File: src/include/cache_settings.svh
// cache geometry settings

`ifndef CACHE_SETTINGS_SVH
`define CACHE_SETTINGS_SVH

// front-end word address, without the control bit
`define CACHE_ADDR_W 12

// data word and its byte lanes
`define CACHE_DATA_W 32
`define CACHE_NBYTES 4

// 16 lines of 4 words
`define CACHE_NLINES_W 4
`define CACHE_OFFSET_W 2
`define CACHE_TAG_W (`CACHE_ADDR_W - `CACHE_NLINES_W - `CACHE_OFFSET_W)

// control registers and event counters
`define CACHE_REGSEL_W 2
`define CACHE_CNT_W 16

`endif

File: src/cache_pkg.sv
// cache shared types
`default_nettype none
`include "cache_settings.svh"

package cache_pkg;

   // address word seen as a cache location
   typedef struct packed {
      logic                        is_ctrl;
      logic [`CACHE_TAG_W-1:0]     tag;
      logic [`CACHE_NLINES_W-1:0]  index;
      logic [`CACHE_OFFSET_W-1:0]  offset;
   } cache_addr_t;

   // same word seen as a control register select
   typedef struct packed {
      logic                                      is_ctrl;
      logic [`CACHE_ADDR_W-`CACHE_REGSEL_W-1:0]  unused;
      logic [`CACHE_REGSEL_W-1:0]                regsel;
   } ctrl_addr_t;

   typedef union packed {
      cache_addr_t cache;
      ctrl_addr_t  regs;
   } fe_addr_u;

   typedef struct packed {
      logic                      we;
      fe_addr_u                  addr;
      logic [`CACHE_DATA_W-1:0]  wdata;
      logic [`CACHE_NBYTES-1:0]  wstrb;
   } fe_req_t;

   typedef struct packed {
      logic                      we;
      logic [`CACHE_ADDR_W-1:0]  addr;
      logic [`CACHE_DATA_W-1:0]  wdata;
      logic [`CACHE_NBYTES-1:0]  wstrb;
   } mem_req_t;

   typedef struct packed {
      logic read_hit;
      logic read_miss;
      logic write_hit;
      logic write_miss;
   } cache_evt_t;

   // a write to reg_read_hit invalidates, a write to reg_read_miss clears counters
   typedef enum logic [`CACHE_REGSEL_W-1:0] {
      reg_read_hit   = 2'd0,
      reg_read_miss  = 2'd1,
      reg_write_hit  = 2'd2,
      reg_write_miss = 2'd3
   } ctrl_reg_e;

endpackage

`default_nettype wire

File: src/cache_front_end.sv
// cache front end
`default_nettype none
`include "cache_settings.svh"

module cache_front_end (
   input  logic                      clk_i,
   input  logic                      arst_n_i,
   input  logic                      req_i,
   input  cache_pkg::fe_req_t        fe_req_i,
   input  logic                      data_done_i,
   input  logic [`CACHE_DATA_W-1:0]  data_rdata_i,
   input  logic                      ctrl_done_i,
   input  logic [`CACHE_DATA_W-1:0]  ctrl_rdata_i,
   output logic                      ack_o,
   output logic [`CACHE_DATA_W-1:0]  rdata_o,
   output cache_pkg::fe_req_t        req_reg_o,
   output logic                      data_go_o,
   output logic                      ctrl_go_o
);

   typedef enum logic [1:0] {
      s_idle,
      s_wait,
      s_ack
   } state_t;

   state_t state_q;
   logic   is_ctrl;
   logic   start;
   logic   done;

   // top bit selects the control registers
   assign is_ctrl = fe_req_i.addr.regs.is_ctrl;
   assign start   = (state_q == s_idle) && req_i;
   assign done    = (state_q == s_wait) && (data_done_i || ctrl_done_i);

   always_ff @(posedge clk_i or negedge arst_n_i) begin
      if (!arst_n_i) begin
         state_q   <= s_idle;
         ack_o     <= 1'b0;
         data_go_o <= 1'b0;
         ctrl_go_o <= 1'b0;
      end else begin
         data_go_o <= 1'b0;
         ctrl_go_o <= 1'b0;
         case (state_q)
            s_idle: begin
               if (req_i) begin
                  data_go_o <= !is_ctrl;
                  ctrl_go_o <= is_ctrl;
                  state_q   <= s_wait;
               end
            end
            s_wait: begin
               if (data_done_i || ctrl_done_i) begin
                  ack_o   <= 1'b1;
                  state_q <= s_ack;
               end
            end
            s_ack: begin
               // hold ack until the host lets go of req
               if (!req_i) begin
                  ack_o   <= 1'b0;
                  state_q <= s_idle;
               end
            end
            default: state_q <= s_idle;
         endcase
      end
   end

   always_ff @(posedge clk_i) begin
      if (start) begin
         req_reg_o <= fe_req_i;
      end
      if (done) begin
         rdata_o <= data_done_i ? data_rdata_i : ctrl_rdata_i;
      end
   end

endmodule

`default_nettype wire

File: src/cache_memory.sv
// direct-mapped write-through cache memory
`default_nettype none
`include "cache_settings.svh"

module cache_memory (
   input  logic                      clk_i,
   input  logic                      arst_n_i,
   input  logic                      data_go_i,
   input  cache_pkg::fe_req_t        req_i,
   input  logic                      invalidate_i,
   input  logic                      be_done_i,
   input  logic [`CACHE_DATA_W-1:0]  be_rdata_i,
   output logic                      data_done_o,
   output logic [`CACHE_DATA_W-1:0]  data_rdata_o,
   output cache_pkg::cache_evt_t     evt_o,
   output logic                      be_go_o,
   output cache_pkg::mem_req_t       be_req_o
);

   localparam int NLINES = 1 << `CACHE_NLINES_W;
   localparam int NWORDS = 1 << (`CACHE_NLINES_W + `CACHE_OFFSET_W);

   typedef enum logic [2:0] {
      s_idle,
      s_lookup,
      s_fill,
      s_resp,
      s_write
   } state_t;

   state_t                                      state_q;
   logic [NLINES-1:0]                           valid_q;
   logic [`CACHE_OFFSET_W-1:0]                  fill_cnt_q;
   logic [`CACHE_TAG_W-1:0]                     tag_mem [NLINES];
   logic [`CACHE_DATA_W-1:0]                    data_mem [NWORDS];
   cache_pkg::cache_addr_t                      addr;
   logic                                        hit;
   logic                                        lookup;
   logic                                        fill_we;
   logic                                        fill_last;
   logic [`CACHE_NLINES_W+`CACHE_OFFSET_W-1:0]  word_idx;
   logic [`CACHE_NLINES_W+`CACHE_OFFSET_W-1:0]  fill_idx;

   assign addr      = req_i.addr.cache;
   assign hit       = valid_q[addr.index] && (tag_mem[addr.index] == addr.tag);
   assign lookup    = (state_q == s_lookup);
   assign fill_we   = (state_q == s_fill) && be_done_i;
   assign fill_last = (fill_cnt_q == '1);
   assign word_idx  = {addr.index, addr.offset};
   assign fill_idx  = {addr.index, fill_cnt_q};

   // fills walk the line from offset 0, writes go to the front word
   assign be_req_o.we    = req_i.we;
   assign be_req_o.addr  = {addr.tag, addr.index, req_i.we ? addr.offset : fill_cnt_q};
   assign be_req_o.wdata = req_i.wdata;
   assign be_req_o.wstrb = req_i.wstrb;

   always_ff @(posedge clk_i or negedge arst_n_i) begin
      if (!arst_n_i) begin
         state_q     <= s_idle;
         valid_q     <= '0;
         fill_cnt_q  <= '0;
         be_go_o     <= 1'b0;
         data_done_o <= 1'b0;
         evt_o       <= '0;
      end else begin
         be_go_o     <= 1'b0;
         data_done_o <= 1'b0;
         evt_o       <= '0;
         if (invalidate_i) begin
            valid_q <= '0;
         end
         case (state_q)
            s_idle: begin
               if (data_go_i) begin
                  state_q <= s_lookup;
               end
            end
            s_lookup: begin
               evt_o.read_hit   <= !req_i.we && hit;
               evt_o.read_miss  <= !req_i.we && !hit;
               evt_o.write_hit  <= req_i.we && hit;
               evt_o.write_miss <= req_i.we && !hit;
               if (req_i.we) begin
                  be_go_o <= 1'b1;
                  state_q <= s_write;
               end else if (hit) begin
                  data_done_o <= 1'b1;
                  state_q     <= s_idle;
               end else begin
                  fill_cnt_q <= '0;
                  be_go_o    <= 1'b1;
                  state_q    <= s_fill;
               end
            end
            s_fill: begin
               if (be_done_i) begin
                  if (fill_last) begin
                     valid_q[addr.index] <= 1'b1;
                     state_q             <= s_resp;
                  end else begin
                     fill_cnt_q <= fill_cnt_q + 1'b1;
                     be_go_o    <= 1'b1;
                  end
               end
            end
            s_resp: begin
               data_done_o <= 1'b1;
               state_q     <= s_idle;
            end
            s_write: begin
               if (be_done_i) begin
                  data_done_o <= 1'b1;
                  state_q     <= s_idle;
               end
            end
            default: state_q <= s_idle;
         endcase
      end
   end

   always_ff @(posedge clk_i) begin
      if (fill_we) begin
         data_mem[fill_idx] <= be_rdata_i;
      end
      if (fill_we && fill_last) begin
         tag_mem[addr.index] <= addr.tag;
      end
      // write hit merges the strobed bytes
      if (lookup && req_i.we && hit) begin
         for (int b = 0; b < `CACHE_NBYTES; b++) begin
            if (req_i.wstrb[b]) begin
               data_mem[word_idx][8*b +: 8] <= req_i.wdata[8*b +: 8];
            end
         end
      end
      if ((lookup && !req_i.we && hit) || (state_q == s_resp)) begin
         data_rdata_o <= data_mem[word_idx];
      end
   end

endmodule

`default_nettype wire

File: src/cache_back_end.sv
// cache back-end memory master
`default_nettype none
`include "cache_settings.svh"

module cache_back_end (
   input  logic                      clk_i,
   input  logic                      arst_n_i,
   input  logic                      be_go_i,
   input  cache_pkg::mem_req_t       be_req_i,
   input  logic                      mem_ack_i,
   input  logic [`CACHE_DATA_W-1:0]  mem_rdata_i,
   output logic                      be_done_o,
   output logic [`CACHE_DATA_W-1:0]  be_rdata_o,
   output logic                      mem_req_o,
   output cache_pkg::mem_req_t       mem_o
);

   typedef enum logic [1:0] {
      s_idle,
      s_req,
      s_drop
   } state_t;

   state_t state_q;

   always_ff @(posedge clk_i or negedge arst_n_i) begin
      if (!arst_n_i) begin
         state_q   <= s_idle;
         mem_req_o <= 1'b0;
         be_done_o <= 1'b0;
      end else begin
         be_done_o <= 1'b0;
         case (state_q)
            s_idle: begin
               if (be_go_i) begin
                  mem_req_o <= 1'b1;
                  state_q   <= s_req;
               end
            end
            s_req: begin
               if (mem_ack_i) begin
                  mem_req_o <= 1'b0;
                  state_q   <= s_drop;
               end
            end
            s_drop: begin
               // four-phase, wait for ack to return low
               if (!mem_ack_i) begin
                  be_done_o <= 1'b1;
                  state_q   <= s_idle;
               end
            end
            default: state_q <= s_idle;
         endcase
      end
   end

   always_ff @(posedge clk_i) begin
      if ((state_q == s_idle) && be_go_i) begin
         mem_o <= be_req_i;
      end
      if ((state_q == s_req) && mem_ack_i) begin
         be_rdata_o <= mem_rdata_i;
      end
   end

endmodule

`default_nettype wire

File: src/cache_control.sv
// cache control registers and counters
`default_nettype none
`include "cache_settings.svh"

module cache_control (
   input  logic                      clk_i,
   input  logic                      arst_n_i,
   input  logic                      ctrl_go_i,
   input  cache_pkg::fe_req_t        req_i,
   input  cache_pkg::cache_evt_t     evt_i,
   output logic                      ctrl_done_o,
   output logic [`CACHE_DATA_W-1:0]  ctrl_rdata_o,
   output logic                      invalidate_o
);

   logic [`CACHE_CNT_W-1:0] cnt_q [4];
   logic [3:0]              evt_vec;
   cache_pkg::ctrl_reg_e    sel;
   logic                    clear;

   assign sel     = cache_pkg::ctrl_reg_e'(req_i.addr.regs.regsel);
   // counter order follows the register map
   assign evt_vec = {evt_i.write_miss, evt_i.write_hit, evt_i.read_miss, evt_i.read_hit};
   assign clear   = ctrl_go_i && req_i.we && (sel == cache_pkg::reg_read_miss);

   always_ff @(posedge clk_i or negedge arst_n_i) begin
      if (!arst_n_i) begin
         ctrl_done_o  <= 1'b0;
         invalidate_o <= 1'b0;
         for (int i = 0; i < 4; i++) begin
            cnt_q[i] <= '0;
         end
      end else begin
         ctrl_done_o  <= ctrl_go_i;
         invalidate_o <= ctrl_go_i && req_i.we && (sel == cache_pkg::reg_read_hit);
         for (int i = 0; i < 4; i++) begin
            if (clear) begin
               cnt_q[i] <= '0;
            end else if (evt_vec[i] && (cnt_q[i] != '1)) begin
               // saturate at all ones
               cnt_q[i] <= cnt_q[i] + 1'b1;
            end
         end
      end
   end

   always_ff @(posedge clk_i) begin
      if (ctrl_go_i) begin
         ctrl_rdata_o <= req_i.we ? '0 :
                         {{(`CACHE_DATA_W-`CACHE_CNT_W){1'b0}}, cnt_q[sel]};
      end
   end

endmodule

`default_nettype wire

File: src/cache_top.sv
// write-through cache top level
`default_nettype none
`include "cache_settings.svh"

module cache_top (
   input  logic                      clk_i,
   input  logic                      arst_n_i,
   input  logic                      req_i,
   input  cache_pkg::fe_req_t        fe_req_i,
   output logic                      ack_o,
   output logic [`CACHE_DATA_W-1:0]  rdata_o,
   output logic                      mem_req_o,
   output cache_pkg::mem_req_t       mem_o,
   input  logic                      mem_ack_i,
   input  logic [`CACHE_DATA_W-1:0]  mem_rdata_i
);

   cache_pkg::fe_req_t        req_reg;
   cache_pkg::cache_evt_t     evt;
   cache_pkg::mem_req_t       be_req;
   logic                      data_go;
   logic                      ctrl_go;
   logic                      data_done;
   logic                      ctrl_done;
   logic                      invalidate;
   logic                      be_go;
   logic                      be_done;
   logic [`CACHE_DATA_W-1:0]  data_rdata;
   logic [`CACHE_DATA_W-1:0]  ctrl_rdata;
   logic [`CACHE_DATA_W-1:0]  be_rdata;

   cache_front_end front_end (
      .clk_i        (clk_i),
      .arst_n_i     (arst_n_i),
      .req_i        (req_i),
      .fe_req_i     (fe_req_i),
      .data_done_i  (data_done),
      .data_rdata_i (data_rdata),
      .ctrl_done_i  (ctrl_done),
      .ctrl_rdata_i (ctrl_rdata),
      .ack_o        (ack_o),
      .rdata_o      (rdata_o),
      .req_reg_o    (req_reg),
      .data_go_o    (data_go),
      .ctrl_go_o    (ctrl_go)
   );

   cache_memory memory (
      .clk_i        (clk_i),
      .arst_n_i     (arst_n_i),
      .data_go_i    (data_go),
      .req_i        (req_reg),
      .invalidate_i (invalidate),
      .be_done_i    (be_done),
      .be_rdata_i   (be_rdata),
      .data_done_o  (data_done),
      .data_rdata_o (data_rdata),
      .evt_o        (evt),
      .be_go_o      (be_go),
      .be_req_o     (be_req)
   );

   cache_control control (
      .clk_i        (clk_i),
      .arst_n_i     (arst_n_i),
      .ctrl_go_i    (ctrl_go),
      .req_i        (req_reg),
      .evt_i        (evt),
      .ctrl_done_o  (ctrl_done),
      .ctrl_rdata_o (ctrl_rdata),
      .invalidate_o (invalidate)
   );

   cache_back_end back_end (
      .clk_i        (clk_i),
      .arst_n_i     (arst_n_i),
      .be_go_i      (be_go),
      .be_req_i     (be_req),
      .mem_ack_i    (mem_ack_i),
      .mem_rdata_i  (mem_rdata_i),
      .be_done_o    (be_done),
      .be_rdata_o   (be_rdata),
      .mem_req_o    (mem_req_o),
      .mem_o        (mem_o)
   );

endmodule

`default_nettype wire

File: config.mk
export PLATFORM = sky130hd
export DESIGN_NAME = cache_top
export DESIGN_NICKNAME = d
export VERILOG_FILES = /design/src/cache_pkg.sv /design/src/cache_front_end.sv /design/src/cache_memory.sv /design/src/cache_back_end.sv /design/src/cache_control.sv /design/src/cache_top.sv
export VERILOG_INCLUDE_DIRS = /design/src /design/src/include
export SDC_FILE = /design/constraint.sdc
export NUM_CORES = 2
export LEC_CHECK = 0
export BUFFER_PORTS_ARGS = -buffer_cell sky130_fd_sc_hd__buf_2
export CAP_MARGIN = 20
export CORE_MARGIN = 10
export CORE_UTILIZATION = 55
export CTS_CLUSTER_SIZE = 40
export DETAILED_ROUTE_END_ITERATION = 7
export GPL_ROUTABILITY_DRIVEN = 0
export PLACE_DENSITY = 0.83
export REMOVE_ABC_BUFFERS = 1
export SLEW_MARGIN = 20
export SYNTH_ARGS = -nofsm -noshare
export SYNTH_HDL_FRONTEND = slang
export SYNTH_SLANG_ARGS = --single-unit
File: constraint.sdc
create_clock -name clk_i -period 9.15 [get_ports clk_i]
set_input_delay 0.4575 -clock clk_i [delete_from_list [all_inputs] [get_ports clk_i]]
set_output_delay 0.4575 -clock clk_i [all_outputs]
set_load 0.005 [all_outputs]
== After elaboration in Yosys (flattened, before gate mapping) ==
Memory sizes are Yosys's and may differ from the RTL's. A register that Yosys moved wholly into a read port is not among the register bits.
Index checks and enable logic that the tools add are counted.

* Bits of input ports: 86
* RAM bits: 2144
* Output and inout port bits: 83
* Memories kept: 2
* Word-level logic and storage cells: 203
* Register bits: 296

{| class="wikitable"
|+ Memories
! name !! depth !! width !! rd ports !! clocked after memory_dff !! wr ports !! RTL line !! RTL
|-
| memory.data_mem || 64 || 32 || 1 || 1 || 1 || cache_memory.sv:35 || <nowiki>logic [`CACHE_DATA_W-1:0] data_mem [NWORDS];</nowiki>
|-
| memory.tag_mem || 16 || 6 || 1 || 1 || 1 || cache_memory.sv:34 || <nowiki>logic [`CACHE_TAG_W-1:0] tag_mem [NLINES];</nowiki>
|}

* Equal/unequal tests: 28
* Order comparisons: 3
* Add/sub/neg operators: 5
* Bitwise operators: 2
* Reduce and logical (&&, ||, !) cells: 46
* Multiplexer cells: 83

{| class="wikitable"
|+ Operator list
! kind !! count
|-
| two-way mux 16 bit || 14
|-
| adder 16 x 1 -> 16 bit (second input constant) || 4
|-
| two-way mux 32 bit || 2
|-
| != test 16 bit (second input constant) || 4
|-
| two-way mux 1 bit || 35
|-
| binary-select mux 16 bit (select 2 bit) || 1
|-
| OR reduction 32 bit || 1
|-
| two-way mux 2 bit || 12
|-
| logical AND 1 bit || 23
|-
| != test 2 bit (second input constant) || 10
|-
| OR 16 bit || 1
|-
| two-way mux 3 bit || 5
|-
| nonzero test 2 bit || 7
|-
| two-way mux 4 bit || 3
|-
| case mux 2 bit (3 select lines) || 2
|-
| case mux 3 bit (4 select lines) || 1
|-
| AND reduction 3 bit || 4
|-
| == test 2 x 1 -> 1 bit (second input constant) || 3
|-
| == test 2 bit (second input constant) || 3
|-
| == test 3 x 2 -> 1 bit (second input constant) || 2
|-
| == test 6 bit || 1
|-
| logical NOT 2 bit || 3
|-
| two-way mux 6 bit || 1
|-
| != test 2 x 1 -> 1 bit (second input constant) || 3
|-
| 17 further kinds || 22
|}

== Longest topological paths before layout ==
* Word-level depth: 8
* Depth in mapped cells: 12
* Depth with buffers taken out: 8

== By module ==
From an unflattened synthesis, not the netlist that was laid out.

* Cell total of the unflattened synthesis: 4481
* Area, all modules: 97161.9 µm²

{| class="wikitable"
|+ By module, submodules not included
! module !! sequential area each (µm²) !! area each (µm²) !! times used !! cells each
|-
| cache_memory || 66018.3 || 86466.7 || 1 || 3765
|-
| cache_control || 2132.0 || 4888.4 || 1 || 482
|-
| cache_front_end || 2587.5 || 3209.3 || 1 || 136
|-
| cache_back_end || 2532.4 || 2597.5 || 1 || 98
|}

== Least setup slack after synthesis ==
No wires, ideal clock.

* Path kind: register to register
* Start point: register back_end.state_q[0]
* End point: register back_end.mem_o[0] (netlist name)
* Period minus slack after synthesis: 4.625 ns
* Setup time: 0.528 ns
* Required time: 8.622 ns
* Stages on the path, launching flop included: 2
* Setup slack: 4.525 ns
* Buffers on the path: 0
* Arrival: 4.097 ns
* Path through: dfrtp_1 nor3b_1

* Cells in the longest elaborated chain, start to end: 2

{| class="wikitable"
|+ Ends and longest elaborated chain
! element !! RTL line !! RTL
|-
| start, declared || cache_back_end.sv:24 || <nowiki>state_t state_q;</nowiki>
|-
| start signal, assigned || cache_back_end.sv:28 || <nowiki>state_q <= s_idle;</nowiki>
|-
| start signal, assigned || cache_back_end.sv:37 || <nowiki>state_q <= s_req;</nowiki>
|-
| start signal, assigned || cache_back_end.sv:43 || <nowiki>state_q <= s_drop;</nowiki>
|-
| logical NOT 2 bit || cache_back_end.sv:59 || <nowiki>if ((state_q == s_idle) && be_go_i) begin</nowiki>
|-
| logical AND 1 bit || cache_back_end.sv:59 ||
|}

No other way between the ends.
A chain may end at the register's enable or synchronous reset.

==> results.sh <==
export IMPL_status="finished, final reports clean"
export IMPL_die_w_um=441
export IMPL_r2r_end="memory.data_mem[52][19]"
export IMPL_cts_tree="done"
export IMPL_cp_required_ns=9.69
export IMPL_die_area_um2=194000
export IMPL_ys_async_sr_fraction=0.0415
export IMPL_n_fill_cell=10800
export IMPL_die_h_um=441
export IMPL_max_vdd_ir_drop_uv=237
export IMPL_syn_instance_count=4589
export IMPL_vias=51700
export IMPL_grt_max_degree=135
export IMPL_grt_first_pass_wirelength_um=379000
export IMPL_rows=154
export IMPL_cpMaxStageDelayCell="dfxtp_1"
export IMPL_synth_top_area_cell="edfxtp_1"
export IMPL_p_leak_nw=34.6
export IMPL_drtIter0Drc=8122
export IMPL_clkLatencyLatePin_ns=0.89
export IMPL_worstPathCellList="mux2i_1 > mux4_2 > mux2i_1 > nor3b_1 > o2111a_1 > nand3_2 > buf_4 > mux2_2 > buf_4"
export IMPL_max_freq_ghz=0.171
export IMPL_drtPass1Iterations=8
export IMPL_grtUsageTotal=0.268
export IMPL_synth_area_um2=97300
export IMPL_max_cap_viol_count=0
export IMPL_final_cell_count_no_fill=7449
export IMPL_critPathBufInv=2
export IMPL_drv_slew=0
export IMPL_path_class="reg2reg"
export IMPL_io_pins=169
export IMPL_start_util=0.553
export IMPL_via_per_inst=6.93
export IMPL_routedWlPerCell_um=35.5
export IMPL_clockBufferDepth=3
export IMPL_synth_common_cells="edfxtp_1 (2,354), mux4_2 (600), clkbuf_1 (171)"
export IMPL_synth_seq_area_share=0.754
export IMPL_worstSetupStartpointType="register"
export IMPL_h_tree_depth=4
export IMPL_netlist_area_leader_share=0.727
export IMPL_power_total_w=0.0259
export IMPL_routed_wl_um=265000
export IMPL_final_core_util=0.623
export IMPL_dp_cells=6952
export IMPL_critical_path_top_delay_family="simple AND/OR/NAND/NOR gates"
export IMPL_syn_to_final_growth_pct=12.8
export IMPL_layout_drive_gt1_share=0.308
export IMPL_setup_viol=0
export IMPL_r2r_slack_ns=3.30
export IMPL_synth_flop_cell="edfxtp_1"
export IMPL_grt_pass1_vias=52800
export IMPL_hpwl_um=139000
export IMPL_cp_data_arrival_time_ns=6.39
export IMPL_p_per_area_nw_per_um2=236
export IMPL_cp_end_kind="register"
export IMPL_worst_pin_slew_ns=1.20
export IMPL_core_area_um2=176000
export IMPL_clkSlewWorstSetupHoldPaths_ns=0.07
export IMPL_cts_setup_buffers=0
export IMPL_yosysMostFrequentCell="edfxtp_1"
export IMPL_numCtsBuffers=217
export IMPL_fin_skew_ns=0.0527
export IMPL_fin_nets=5010
export IMPL_slowest_delay_ns=0.98
export IMPL_crit_path_max_fanout=64
export IMPL_fin_crit_sh=0.639
export IMPL_yosysWarnings=0
export IMPL_rsz0062_at_grt="no"
export IMPL_synth_edf_count=2354
export IMPL_portBuffers=168
export IMPL_post_cts_resized=0
export IMPL_max_slew_margin=0.196
export IMPL_syn_avg_cell_area_um2=21.2
export IMPL_finalCriticalPeriod_ns=5.85
export IMPL_drc=0
export IMPL_hold_violations=0
export IMPL_antenna_found_initial=13
export IMPL_cts_hold_buf=85
export IMPL_synth_area_leaders="edfxtp_1 (73%), mux4_2 (14%), dfrtp_1 (2.6%)"
export IMPL_clockRootBuffer="clkbuf_16"
export IMPL_hold_class="in2async"
export IMPL_ys_ff_latch=2460
export IMPL_ant_nets=0
export IMPL_finalSetupTns_ns=0
export IMPL_synth_distinct_cells=64
export IMPL_numClockSinks=2460
export IMPL_r2r_worst_path_cells=9
export IMPL_grt_ovfl_total=0
[worst register-to-register path, delay by kind of cell (launching register included)]
kind            cells  cell delay [ns]
compound gates      1             0.78
buf+inv             2             1.24
flops               1             0.98
mux                 4             1.14
simple gates        2             1.31
[per-stage QoR]
step	hold WS (ns)	instance area, µm²	setup WS [ns]
2_1_floorplan	0.162	95800	-15.29
3_3_place_gp	0.378	101000	3.68
3_5_place_dp	0.391	101000	3.60
4_1_cts	0.0128	109000	3.53
5_1_grt	0.0750	110000	3.20
6_report	0.0491	110000	3.30
[placed cells by master (no fill, tap or decap), drive strengths merged, types with 6 or more instances in the layout]
cell and instances:
or3 16, a31oi 7, clkbuf 259, a22o 10
xnor2 20, and3 12, o22ai 8, buf 334
nand2 130, o21ai 89, bufinv 30, a211oi 261
a22oi 19, a21o 22, xor2 31, edfxtp 2354
mux4 603, a222oi 8, nor3b 7, o211ai 6
nor3 12, mux2 63, nor2b 30, mux2i 120
inv 22, dfrtp 102, clkinvlp 15, clkinv 95
and2 22, nand3 38, a221oi 9, a21oi 59
nor2 121, dlygate4sd3 85, nand2b 11, nand4 20
[flip-flops by register name, indices dropped and copies added (netlist names), 2 cells and up, named ones only]
register	count
memory.fill_cnt_q	2
memory.state_q	3
control.cnt_q	64
front_end.state_q	2
memory.valid_q	16
control.ctrl_rdata_o	16
back_end.be_rdata_o	32
memory.tag_mem	96
front_end.req_reg_o	49
memory.evt_o	4
memory.data_rdata_o	32
front_end.rdata_o	32
back_end.state_q	2
memory.data_mem	2048
back_end.mem_o	49
[cells by family after synthesis]
logic type	count (synthesis)	share of synthesized area
compound gates	524	0.0447
xor+xnor	51	0.00467
fa+ha+maj	5	0.000643
buf+inv	325	0.0153
flops	2460	0.754
mux	786	0.159
simple gates	438	0.0214
[layer usage]
metal | track usage | share of wire | vias up
met3 | 0.0696 | 0.13 | 1000
met2 | 0.427 | 0.49 | 4563
met4 | 0.150 | 0.068 | 20
li1 | - | - | 19900
met5 | 0.000744 | 0.00045 | -
met1 | 0.336 | 0.32 | 26200
[cell type report]
cell class / count / area [µm²] / share of cell area
antenna: 5 / 12.5 / 0.000114
clock buffer: 258 / 5730 / 0.0522
clock inverter: 146 / 1560 / 0.0142
inverter: 16 / 60.1 / 0.000548
multi-input combinational: 1804 / 23000 / 0.210
sequential: 2460 / 73300 / 0.669
tap: 2340 / 2930 / 0.0267
timing repair buffer: 420 / 3050 / 0.0278
[power breakdown]
part | internal, W | total (W) | leakage (nW) | switching (W)
logic | 0.00127 | 0.00354 | 8.45 | 0.00227
registers | 0.0127 | 0.0129 | 22.6 | 0.000172
clock network | 0.00532 | 0.00951 | 3.53 | 0.00419
total | 0.0193 | 0.0259 | 34.6 | 0.00663
[worst max path at each step]
stage                       startpoint                       to  slack (ns)  depth (start not counted)
6_report                      register  memory.data_mem[52][19]        3.30                          9
5_1_grt                       register  memory.data_mem[14][22]        3.20                          9
4_1_cts                       register  memory.data_mem[63][19]        3.53                          9
3_5_place_dp                  register  memory.data_mem[55][19]        3.60                          9
3_3_place_gp                  register  memory.data_mem[53][22]        3.68                          9
2_1_floorplan  front_end.req_reg_o[36]    memory.data_mem[3][0]      -15.29                          3
Power figures use the tool's default switching activity.
